===== config.mk =====
export PLATFORM = sky130hd
export DESIGN_NAME = pr
export DESIGN_NICKNAME = d
export VERILOG_FILES = /design/src/rtl/pr_pkg.sv /design/src/rtl/ureg_write_dec.sv /design/src/rtl/ureg_word.sv /design/src/rtl/ureg_read_sel.sv /design/src/rtl/r0_flags.sv /design/src/rtl/sys_regs.sv /design/src/rtl/ki_bus.sv /design/src/rtl/pr.sv
export SDC_FILE = /design/constraint.sdc
export NUM_CORES = 1
export LEC_CHECK = 0
export BUFFER_PORTS_ARGS = -buffer_cell sky130_fd_sc_hd__buf_2
export CAP_MARGIN = 30
export CORE_MARGIN = 2
export CORE_UTILIZATION = 59
export CTS_CLUSTER_DIAMETER = 30
export DETAILED_ROUTE_END_ITERATION = 8
export GPL_TIMING_DRIVEN = 0
export PLACE_DENSITY = 0.85
export SLEW_MARGIN = 20
export SYNTH_ARGS = -nofsm -noshare
export SYNTH_HDL_FRONTEND = slang
export SYNTH_SLANG_ARGS = --single-unit
export TNS_END_PERCENT = 50

===== constraint.sdc =====
create_clock -name clk_sys -period 3.4 [get_ports clk_sys]
set_input_delay 0.17 -clock clk_sys [delete_from_list [all_inputs] [get_ports clk_sys]]
set_output_delay 0.17 -clock clk_sys [all_outputs]
set_load 0.05 [all_outputs]

===== src/rtl/pr_pkg.sv =====
package pr_pkg;

	// Bit 0 is the MSB, bit numbering as on the schematics
	typedef logic [0:15] word_t;

	// User register address, 0 selects R0
	typedef logic [2:0] reg_addr_t;

	localparam int NUM_UREGS = 7; // R1..R7

	// CPU flag positions in R0
	localparam int F_Z = 0; // Zero
	localparam int F_M = 1; // Minus
	localparam int F_V = 2; // Overflow, sticky
	localparam int F_C = 3; // Carry
	localparam int F_L = 4; // Less
	localparam int F_E = 5; // Equal
	localparam int F_G = 6; // Greater
	localparam int F_Y = 7; // Extension Y
	localparam int F_X = 8; // Extension X

	localparam int R0_PROT_LAST = 7; // R0[0:7] guarded by Q

	typedef struct packed {
		reg_addr_t addr; // Register address
		logic w_r;       // W -> addressed register
		logic lpc;       // W -> R0, all bits
		logic rpc;       // R0 -> L
		logic blr;       // R0 >> 8 -> L
		logic w_bar;     // W -> Q, BS, NB
		logic w_rba;     // RB[10:15]
		logic w_rbb;     // RB[4:9]
		logic w_rbc;     // RB[0:3]
		logic clm;       // Master clear
		logic zer_sp;    // Software clear
	} pr_ctl_t;

	typedef struct packed {
		logic zs;      // ALU result zero
		logic s_1;     // Sign extension bit
		logic s0;      // Result sign
		logic carry;
		logic ovf;
		logic aryt;    // Arithmetic compare mode
		logic exy;
		logic exx;
		logic ust_z;   // Flag update strobes
		logic ust_mc;
		logic ust_v;
		logic ust_leg;
		logic ust_y;
		logic ust_x;
	} alu_flags_t;

	typedef enum logic [1:0] {KI_RZ, KI_SR, KI_RB, KI_ZP} ki_sel_t;

endpackage


===== src/rtl/ureg_write_dec.sv =====
`timescale 1ns/1ps

module ureg_write_dec
	import pr_pkg::*;
(
	input logic clk_sys,               // Only for checking
	input reg_addr_t addr,
	input logic w_r,
	output logic [1:NUM_UREGS] we      // we[i] loads Ri
);

	// One enable per user register
	// R0 is left to r0_flags
	always_comb begin
		we = '0;
		for (int i = 1; i <= NUM_UREGS; i++) begin
			if (w_r && (addr == reg_addr_t'(i))) begin
				we[i] = 1'b1;
			end
		end
	end

	// No enable without w_r, never two at once
	a_we_onehot: assert property (
		@(posedge clk_sys) $onehot0(we) && (w_r || (we == '0))
	);

endmodule


===== src/rtl/ureg_word.sv =====
`timescale 1ns/1ps

module ureg_word
	import pr_pkg::*;
(
	input logic clk_sys,
	input logic rst,
	input logic we,    // Load strobe from the decoder
	input word_t d,    // W bus
	output word_t q
);

	// Plain 16-bit register
	always_ff @(posedge clk_sys) begin
		if (rst) begin
			q <= '0;
		end else if (we) begin
			q <= d;
		end
	end

endmodule


===== src/rtl/ureg_read_sel.sv =====
`timescale 1ns/1ps

module ureg_read_sel
	import pr_pkg::*;
(
	input word_t bank [1:NUM_UREGS], // R1..R7
	input word_t r0,
	input reg_addr_t addr,
	input logic rpc,                 // Force R0 out
	input logic blr,                 // Block mode
	output word_t l
);

	logic sel_r0;

	// R0 when addressed directly or forced by RPC
	assign sel_r0 = rpc || (addr == '0);

	always_comb begin
		if (blr) begin
			// R0 shifted right by 8
			l = {8'h00, r0[0:7]};
		end else if (sel_r0) begin
			l = r0;
		end else begin
			l = bank[addr]; // Addr is 1..7 here
		end
	end

endmodule


===== src/rtl/r0_flags.sv =====
`timescale 1ns/1ps

module r0_flags
	import pr_pkg::*;
(
	input logic clk_sys,
	input logic rst,
	input word_t w,          // W bus
	input reg_addr_t addr,
	input logic w_r,
	input logic lpc,         // Full load
	input alu_flags_t alu,
	input logic v_clr,       // Clears V
	input logic q,           // System flag, protects R0[0:7]
	input logic zer,         // Zero clear from sys_regs
	output word_t r0
);

	word_t nxt;
	logic wr0;      // User write to R0
	logic leg_l;
	logic leg_g;

	assign wr0 = w_r && (addr == '0);

	// L and G depend on compare mode
	always_comb begin
		if (alu.aryt) begin
			leg_l = alu.s_1;
			leg_g = ~alu.zs & ~alu.s_1;
		end else begin
			leg_l = ~alu.carry;            // Logic compare, borrow
			leg_g = alu.carry & ~alu.zs;
		end
	end

	// Flags first, loads override whatever bits they touch
	always_comb begin
		nxt = r0;

		if (alu.ust_z) begin
			nxt[F_Z] = alu.zs;
		end
		if (alu.ust_mc) begin
			nxt[F_M] = alu.s0;
			nxt[F_C] = alu.carry;
		end
		if (alu.ust_v && alu.ovf) nxt[F_V] = 1'b1; // Sticky
		if (v_clr) nxt[F_V] = 1'b0;                 // Clear beats set
		if (alu.ust_leg) begin
			nxt[F_L] = leg_l;
			nxt[F_E] = alu.zs;
			nxt[F_G] = leg_g;
		end
		if (alu.ust_y) nxt[F_Y] = alu.exy;
		if (alu.ust_x) nxt[F_X] = alu.exx;

		// Upper user part always writable
		if (wr0) begin
			nxt[R0_PROT_LAST+1:15] = w[R0_PROT_LAST+1:15];
			if (!q) begin
				nxt[0:R0_PROT_LAST] = w[0:R0_PROT_LAST];
			end
		end

		if (lpc) begin
			nxt = w;
		end

		// Zero clear wins over everything
		if (zer) begin
			nxt = '0;
		end
	end

	always_ff @(posedge clk_sys) begin
		if (rst) begin
			r0 <= '0;
		end else begin
			r0 <= nxt;
		end
	end

	// LPC and a register write to R0 come from different instructions
	a_lpc_wr0: assert property (
		@(posedge clk_sys) disable iff (rst) !(lpc && wr0)
	);

endmodule


===== src/rtl/sys_regs.sv =====
`timescale 1ns/1ps

module sys_regs
	import pr_pkg::*;
(
	input logic clk_sys,
	input logic rst,
	input word_t w,
	input logic w_bar,     // W -> Q, BS, NB
	input logic w_rba,
	input logic w_rbb,
	input logic w_rbc,
	input logic clm,       // Master clear
	input logic zer_sp,    // Software clear
	output logic q,
	output logic bs,
	output logic zer,
	output logic [0:3] nb, // Block number
	output word_t rb       // Binary load register
);

	assign zer = clm | zer_sp; // Shared with R0

	// Q drops on either clear
	always_ff @(posedge clk_sys) begin
		if (rst || zer) begin
			q <= 1'b0;
		end else if (w_bar) begin
			q <= w[10];
		end
	end

	// BS and NB only on master clear
	always_ff @(posedge clk_sys) begin
		if (rst || clm) begin
			bs <= 1'b0;
			nb <= '0;
		end else if (w_bar) begin
			bs <= w[11];
			nb <= w[12:15];
		end
	end

	// RB loaded in three independent fields
	always_ff @(posedge clk_sys) begin
		if (rst) begin
			rb <= '0;
		end else begin
			if (w_rbc) rb[0:3] <= w[12:15];
			if (w_rbb) rb[4:9] <= w[10:15];
			if (w_rba) rb[10:15] <= w[10:15];
		end
	end

endmodule


===== src/rtl/ki_bus.sv =====
`timescale 1ns/1ps

module ki_bus
	import pr_pkg::*;
(
	input ki_sel_t sel,
	input word_t rz,
	input word_t zp,
	input word_t rb,
	input logic [0:9] rs,  // Interrupt status bits
	input logic q,
	input logic bs,
	input logic [0:3] nb,
	output word_t ki
);

	word_t sr;

	// Status word: RS, Q, BS, NB
	assign sr = {rs, q, bs, nb};

	always_comb begin
		case (sel)
			KI_RZ: ki = rz;
			KI_SR: ki = sr;
			KI_RB: ki = rb;
			default: ki = zp; // KI_ZP
		endcase
		// Select must be driven
		a_sel_known: assert final (!$isunknown(sel));
	end

endmodule


===== src/rtl/pr.sv =====
`timescale 1ns/1ps

module pr
	import pr_pkg::*;
(
	input logic clk_sys,
	input logic rst,
	input word_t w,            // W bus
	input pr_ctl_t ctl,
	input alu_flags_t alu,
	input logic v_clr,
	input ki_sel_t ki_sel,
	input word_t rz,           // RZ bus
	input word_t zp,           // ZP bus
	input logic [0:9] rs,
	output word_t l,           // L bus
	output word_t r0,          // R0 with flags
	output logic q,            // System flag
	output word_t ki           // KI bus
);

	logic [1:NUM_UREGS] ureg_we;
	word_t ureg_bank [1:NUM_UREGS];
	logic bs;
	logic zer;                 // CLM or ZER*SP
	logic [0:3] nb;
	word_t rb;

	ureg_write_dec ureg_write_dec_i (
		.clk_sys(clk_sys),
		.addr(ctl.addr),
		.w_r(ctl.w_r),
		.we(ureg_we)
	);

	// R1..R7
	for (genvar i = 1; i <= NUM_UREGS; i++) begin : g_ureg
		ureg_word ureg_word_i (
			.clk_sys(clk_sys),
			.rst(rst),
			.we(ureg_we[i]),
			.d(w),
			.q(ureg_bank[i])
		);
	end

	ureg_read_sel ureg_read_sel_i (
		.bank(ureg_bank),
		.r0(r0),
		.addr(ctl.addr),
		.rpc(ctl.rpc),
		.blr(ctl.blr),
		.l(l)
	);

	r0_flags r0_flags_i (
		.clk_sys(clk_sys),
		.rst(rst),
		.w(w),
		.addr(ctl.addr),
		.w_r(ctl.w_r),
		.lpc(ctl.lpc),
		.alu(alu),
		.v_clr(v_clr),
		.q(q),
		.zer(zer),
		.r0(r0)
	);

	sys_regs sys_regs_i (
		.clk_sys(clk_sys),
		.rst(rst),
		.w(w),
		.w_bar(ctl.w_bar),
		.w_rba(ctl.w_rba),
		.w_rbb(ctl.w_rbb),
		.w_rbc(ctl.w_rbc),
		.clm(ctl.clm),
		.zer_sp(ctl.zer_sp),
		.q(q),
		.bs(bs),
		.zer(zer),
		.nb(nb),
		.rb(rb)
	);

	ki_bus ki_bus_i (
		.sel(ki_sel),
		.rz(rz),
		.zp(zp),
		.rb(rb),
		.rs(rs),
		.q(q),
		.bs(bs),
		.nb(nb),
		.ki(ki)
	);

endmodule


==> metrics.md, run 1 <==
| Metric | Value |
|---|---|
| # diodes | 0 |
| Post-CTS Resized | 0 |
| Overall power | 0.00440 W |
| Setup Total Neg Slack | 0 ns |
| Leading cell types in the layout, fill and taps excluded | sky130_fd_sc_hd__nand2_1, sky130_fd_sc_hd__dfxtp_1, sky130_fd_sc_hd__buf_2 |
| First drt pass iteration count | 5 |
| Peak supply drop | 0.475 mV |
| Clock transition at the registers of the reported paths | 0.06 ns |
| Number of nets at the end of the flow | 1,039 |
| Worst Hold Class | in2reg |
| Routed Wire Length | 20.6 mm |
| DIE HEIGHT | 113 um |
| Primary FF master, synth | sky130_fd_sc_hd__dfxtp_1 |
| First-pass GRT wire length | 32.5 mm |
| Placed cells | 1,073 |
| Minimum clock period after layout | 2.37 ns |
| CTS tree | done |
| Final RePlAce weighted congestion | 0.932 |
| Number of unique standard cell types used by synthesis | 43 |
| Top cells by area in the synthesized netlist | sky130_fd_sc_hd__dfxtp_1, sky130_fd_sc_hd__nand2_1, sky130_fd_sc_hd__mux2i_1, sky130_fd_sc_hd__a21oi_1, sky130_fd_sc_hd__mux4_2 |
| Number of global-route vias before repair | 6,355 |
| Arrival time of data at the critical path endpoint | 2.20 ns |
| Total vias in the final route | 6,589 |
| Max-cap check violation count | 0 |
| Cell area after layout | 8370 um^2 |
| Average wire length per cell after detail routing | 18.7 um |
| Core region area | 11,500 um^2 |
| Portion of the clock cycle consumed by the worst path in the final layout | 0.697 |
| Fmax | 422 MHz |
| Tightest Pin Transition | 0.746 ns |
| GRT overflow | 0 |
| Cell area after placement | 7740 um^2 |
| Clock Root Buffer | sky130_fd_sc_hd__clkbuf_16 |
| Via count normalized by instance count | 5.96 |
| Die Span X | 113 um |
| Post-Synthesis Cells | 810 |
| Sinks on the clock net | 150 |
| # rows | 39 |
| Nets in the synthesized netlist | 900 |
| Final worst hold slack | 0.00994 ns |
| Buffers inserted during post-CTS setup optimization | 0 |
| Power density over the cells | 526 nW/um^2 |
| Final slew viol count | 0 |
| Unrepaired setup endpoints after global routing | false |
| Count of final setup violators | 0 |
| Number of standard cells in the final layout excluding fillers | 1,105 |
| Total GRT Usage | 0.326 |
| Clock latency reported for the late side of the worst-skew pair | 0.43 ns |
| Result of the run | finished clean |
| Maximum number of buffers from clock root to sink | 2 |
| Startpoint type of the worst setup path | flop |
| Required time worst endpoint | 3.23 ns |
| Critical path fanouts, max | 2 |
| Synthesis Warnings | 0 |
| Yosys top cell by area | sky130_fd_sc_hd__dfxtp_1 |
| Initial antenna violation count | 0 |
| DRC violations left | 0 |
| Buffers added on ports | 120 |
| Count of pins on the block boundary | 139 |
| Share of post-route cells with drive strength above 1 | 0.240 |
| Most common cell after layout, fill and taps aside | sky130_fd_sc_hd__nand2_1 |
| Starting Density | 0.607 |
| Fill cells | 842 |
| Pin count of the biggest net entering global routing | 17 |
| Total CTS buffers | 17 |
| H-tree depth reported by CTS | 4 |
| Remaining number of nets flagged by the antenna check after routing | 0 |
| Clock Skews | 0.00254 ns |
| Count of endpoints failing hold in the final timing report | 0 |
| Number of enable-type register cells in the synthesized netlist | 0 |
| Leakage power | 3.36 nW |
| #FFs+latches synth | 150 |
| Area share of the largest cell type after synthesis | 0.431 |
| Worst setup path class | reg2out |
| Share of the yosys chip area belonging to registers | 0.431 |
| Endpoint class of the critical path | output pin |
| Async S/R FF share, synth | 0 |
| Detailed Route Iter0 Violations | 681 |
| Post-DP HPWL | 14.7 mm |
| Hold-fix buffers, CTS | 0 |
| Die footprint | 12,700 um^2 |
| Worst slew margin | 0.503 |
| Post-Syn Area | 6960 um^2 |
| Area growth from synthesis to layout | 20.2% |
| Mapped Avg Cell Area | 8.59 um^2 |
area by class of cell:
type                            count  area [um^2]  share of cell area
Sequential cell                   150         3000               0.359
Inverter                            2         7.51            0.000897
Multi-Input combinational cell    583         3570               0.427
Tap cell                          143          179              0.0214
Timing Repair Buffer              120          601              0.0718
Buffer                             75          378              0.0452
Clock buffer                       19          453              0.0541
Clock inverter                     13          174              0.0208
logic make-up after synthesis:
kind of cell | synth area share
AO/OA/AOI/OAI | 0.172
buffers and inverters | 0.0554
flip-flops | 0.431
multiplexers | 0.165
AND/OR/NAND/NOR | 0.176
power by group:
group,leakage [nW],switching [W],internal [W]
registers,1.22,0.0000284,0.00180
logic,1.84,0.000392,0.000197
clock network,0.308,0.000774,0.00120
total,3.36,0.00119,0.00320
critical path, stage by stage, from the launching register on:
cell and delay (ns):
sky130_fd_sc_hd__dfxtp_1 0.32, sky130_fd_sc_hd__mux2_1 0.29, sky130_fd_sc_hd__a221oi_1 0.52, sky130_fd_sc_hd__a211oi_1 0.11
sky130_fd_sc_hd__a221o_1 0.31, sky130_fd_sc_hd__buf_2 0.22
Yosys cell counts, types with 2 or more instances:
library cell                number
sky130_fd_sc_hd__a22o_1          6
sky130_fd_sc_hd__o21ai_1         3
sky130_fd_sc_hd__nand3_1         5
sky130_fd_sc_hd__mux4_2         16
sky130_fd_sc_hd__o21ai_0         3
sky130_fd_sc_hd__nor3_2          2
sky130_fd_sc_hd__buf_4           7
sky130_fd_sc_hd__inv_1           2
sky130_fd_sc_hd__clkbuf_1       36
sky130_fd_sc_hd__dfxtp_1       150
sky130_fd_sc_hd__a21oi_1       114
sky130_fd_sc_hd__or2_2           2
sky130_fd_sc_hd__nor2_1         45
sky130_fd_sc_hd__nand2b_1        4
sky130_fd_sc_hd__a211oi_1       14
sky130_fd_sc_hd__nor2_2          5
sky130_fd_sc_hd__nor2b_1         4
sky130_fd_sc_hd__buf_2          26
sky130_fd_sc_hd__mux2_2         11
sky130_fd_sc_hd__buf_6           5
sky130_fd_sc_hd__a221o_1        11
sky130_fd_sc_hd__o2bb2ai_1       7
sky130_fd_sc_hd__nand2_1       229
sky130_fd_sc_hd__mux2i_1        61
sky130_fd_sc_hd__a221oi_1       20
sky130_fd_sc_hd__mux2_1          5
metal layers:
metal | share of wire | vias up | GRT usage
met4 | 0.028 | 0 | 0.141
li1 | - | 3086 | -
met1 | 0.41 | 3098 | 0.429
met3 | 0.11 | 54 | 0.101
met5 | 0 | - | 0
met2 | 0.46 | 351 | 0.498
registers in the layout (all words and copies together) (netlist names):
signal and cells:
sys_regs_i.bs 1, sys_regs_i.nb 4, r0_flags_i.r0 16, g_ureg.ureg_word_i.q 112, sys_regs_i.rb 16, sys_regs_i.q 1
final timing paths:
kind	startpoint	endpoint	slack [ns]	cells past startpoint
setup / recovery	g_ureg[2].ureg_word_i.q[6]$_SDFFE_PP0P_	l[6]	1.03	5
hold / removal	w[5]	sys_regs_i.rb[5]$_SDFFE_PP0P_	0.01	3
setup reg to reg	sys_regs_i.q$_SDFFE_PP0P_	r0_flags_i.r0[10]$_SDFF_PP0_	1.97	5
hold reg to reg	g_ureg[3].ureg_word_i.q[6]$_SDFFE_PP0P_	g_ureg[3].ureg_word_i.q[6]$_SDFFE_PP0P_	0.45	2
metrics by stage:
step                 util  setup WS (ns)
CTS                 0.730           1.09
global route        0.730          0.981
global placement    0.675           1.31
detailed placement  0.675           1.33
finish              0.730           1.03
floorplan               -           1.67
(Power assumes the default switching activity.)
==> run 2: changes to the inputs <==
Settings changed: CORE_UTILIZATION 59 to 55, PLACE_DENSITY 0.85 to 0.8.
Clock period 3.4 ns to 2.23 ns, I/O delays scaled along.
==> run 2 against run 1 <==
Net effect:
- die area rose by 7.0%
- via count rose by 0.99%
- critical path type unchanged
- first-iteration DRC count is 11% lower
- non-clock buffer count grew 9
- clock skew up 0.00074 ns
- critical path depth unchanged
- worst hold slack better by 0.010 ns
- highest routed layer unchanged
- setup slack got worse by 1.0 ns
- design area increased by 1.7%
- sequential share of layout area down 0.62 points
- power is 52% higher
- routed wire length up 2.4%
==> metrics.md, run 2 (same netlist as run 1, synthesis figures left out) <==
| Metric | Value |
|---|---|
| Tightest Pin Transition | 0.763 ns (was 0.746 ns) |
| Final RePlAce weighted congestion | 0.935 (was 0.932) |
| Core region area | 12,500 um^2 (was 11,500 um^2) |
| Post-Route Utilization | 0.683 (was 0.730) |
| Largest registers | g_ureg.ureg_word_i.q x112, r0_flags_i.r0 x16, sys_regs_i.rb x16 (unchanged) |
| First-pass GRT wire length | 32.2 mm (was 32.5 mm) |
| Power density over the cells | 787 nW/um^2 (was 526 nW/um^2) |
| Placed cells | 1,102 (was 1,073) |
| Overall power | 0.00670 W (was 0.00440 W) |
| Required time worst endpoint | 2.12 ns (was 3.23 ns) |
| Number of flip-flops in the largest register | 112 (unchanged) |
| Post-DP HPWL | 14.8 mm (was 14.7 mm) |
| Final setup slack of the worst path | 0.00409 ns (was 1.03 ns) |
| Via count normalized by instance count | 5.83 (was 5.96) |
| Clock Skews | 0.00328 ns (was 0.00254 ns) |
| Worst Hold Class | in2reg (unchanged) |
| Endpoint class of the critical path | output pin (unchanged) |
| Minimum clock period after layout | 2.23 ns |
| Buffers added on ports | 120 (unchanged) |
| Worst setup path class | reg2out (unchanged) |
| Routed Wire Length | 21.1 mm (was 20.6 mm) |
| Unrepaired setup endpoints after global routing | true (was false) |
| Setup Total Neg Slack | 0 ns (unchanged) |
| Share of post-route cells with drive strength above 1 | 0.242 (was 0.240) |
| Total vias in the final route | 6,654 (was 6,589) |
| GRT overflow | 0 (unchanged) |
| H-tree depth reported by CTS | 4 (unchanged) |
| DRC violations left | 0 (unchanged) |
| Total GRT Usage | 0.316 (was 0.326) |
| Clock latency reported for the late side of the worst-skew pair | 0.43 ns (about the same) |
| Result of the run | finished clean (unchanged) |
| Reg with most FFs | g_ureg.ureg_word_i.q (unchanged) |
| Critical path fanouts, max | 2 (unchanged) |
| Sinks on the clock net | 150 (unchanged) |
| Leakage power | 3.40 nW (was 3.36 nW) |
| Pin count of the biggest net entering global routing | 17 (unchanged) |
| Starting Density | 0.558 (was 0.607) |
| Startpoint type of the worst setup path | flop (unchanged) |
| Leading cell types in the layout, fill and taps excluded | sky130_fd_sc_hd__nand2_1, sky130_fd_sc_hd__dfxtp_1, sky130_fd_sc_hd__buf_2 (unchanged) |
| Final slew viol count | 0 (unchanged) |
| Max-cap check violation count | 0 (unchanged) |
| Arrival time of data at the critical path endpoint | 2.11 ns (was 2.20 ns) |
| Clock Root Buffer | sky130_fd_sc_hd__clkbuf_16 (unchanged) |
| Count of endpoints failing hold in the final timing report | 0 (unchanged) |
| Number of nets at the end of the flow | 1,048 (was 1,039) |
| Initial antenna violation count | 0 (unchanged) |
| Detailed Route Iter0 Violations | 605 (was 681) |
| Portion of the clock cycle consumed by the worst path in the final layout | 0.998 |
| Count of pins on the block boundary | 139 (unchanged) |
| Peak supply drop | 0.441 mV (was 0.475 mV) |
| Remaining number of nets flagged by the antenna check after routing | 0 (unchanged) |
| Average wire length per cell after detail routing | 18.5 um (was 18.7 um) |
| Worst slew margin | 0.491 (was 0.503) |
| # diodes | 0 (unchanged) |
| Fmax | 449 MHz |
| Maximum number of buffers from clock root to sink | 2 (unchanged) |
| Area growth from synthesis to layout | 22.3% (was 20.2%) |
| Buffers inserted during post-CTS setup optimization | 0 (unchanged) |
| CTS tree | done (unchanged) |
| Worst reg-to-reg path cell count | 5 (unchanged) |
| Post-placement setup slack | 0.182 ns (was 1.33 ns) |
| Number of standard cells in the final layout excluding fillers | 1,142 (was 1,105) |
| First drt pass iteration count | 5 (unchanged) |
| Hold path cells | 3 (unchanged) |
| Most common cell after layout, fill and taps aside | sky130_fd_sc_hd__nand2_1 (unchanged) |
| Number of global-route vias before repair | 6,237 (was 6,355) |
| Clock transition at the registers of the reported paths | 0.06 ns (about the same) |
| Count of final setup violators | 0 (unchanged) |
| Die footprint | 13,600 um^2 (was 12,700 um^2) |
| Total CTS buffers | 17 (unchanged) |
| DIE HEIGHT | 116 um (was 113 um) |
| Die Span X | 116 um (was 113 um) |
| # rows | 41 (was 39) |
## run 2: changes by cell type in the layout (fill, tap and decap cells not counted), moves of 3 or more
cell                            change
sky130_fd_sc_hd__clkinv_4           -6
sky130_fd_sc_hd__a221oi_2           +4
sky130_fd_sc_hd__clkinvlp_4         +3
sky130_fd_sc_hd__dlygate4sd3_1      +9
sky130_fd_sc_hd__a221oi_1           -4
## run 2: through the flow
step	instance area, um^2	hold slack, ns
floorplan	6960	0.258
global placement	7780	0.359
detailed placement	7780	0.390
CTS	8480	0.00851
global route	8510	0.0250
finish	8510	0.0204
## run 2: worst max-delay path: stages (launching register included)
cell and delay [ns]:
sky130_fd_sc_hd__dfxtp_1 0.31, sky130_fd_sc_hd__mux2_2 0.28, sky130_fd_sc_hd__a221oi_1 0.49, sky130_fd_sc_hd__a211oi_1 0.11
sky130_fd_sc_hd__a221o_1 0.27, sky130_fd_sc_hd__buf_2 0.21
## run 2: final timing paths
| kind | end | from | slack (ns) |
|---|---|---|---|
| worst max-delay path | l[0] | g_ureg[3].ureg_word_i.q[0]$_SDFFE_PP0P_ | 0.004 |
| worst min-delay path | g_ureg[6].ureg_word_i.q[12]$_SDFFE_PP0P_ | w[12] | 0.02 |
| worst max register to register | r0_flags_i.r0[11]$_SDFF_PP0_ | sys_regs_i.q$_SDFFE_PP0P_ | 0.80 |
| worst min register to register | g_ureg[2].ureg_word_i.q[13]$_SDFFE_PP0P_ | g_ureg[2].ureg_word_i.q[13]$_SDFFE_PP0P_ | 0.45 |
## run 2: where the power goes
part	switching [W]	internal [W]	leakage, nW
clock network	0.00114	0.00184	0.294
logic	0.000608	0.000312	1.89
registers	0.0000437	0.00275	1.22
## run 2: timing repair
| action | 4_1_cts | 5_1_grt |
|---|---|---|
| resized for setup | 0 | 6 |
| setup endpoints to repair | 0 | 6 |
| endpoints found under the hold margin | 27 | 0 |
| hold buffers | 9 | 0 |
## run 2: final cells by class
cell class                      count  area (um^2)
Multi-Input combinational cell    583         3600
Inverter                            2         7.51
Clock buffer                       20          467
Tap cell                          172          215
Buffer                             75          378
Sequential cell                   150         3000
Timing Repair Buffer              129          691
Clock inverter                     11          149
Fill cell                        1015         3950
## run 2: metal layers
layer	GRT usage	vias up	part of all wire
met4	0.0984	0	0.019
met3	0.0778	41	0.090
li1	-	3115	-
met2	0.522	345	0.48
met1	0.411	3153	0.42
met5	0	-	0
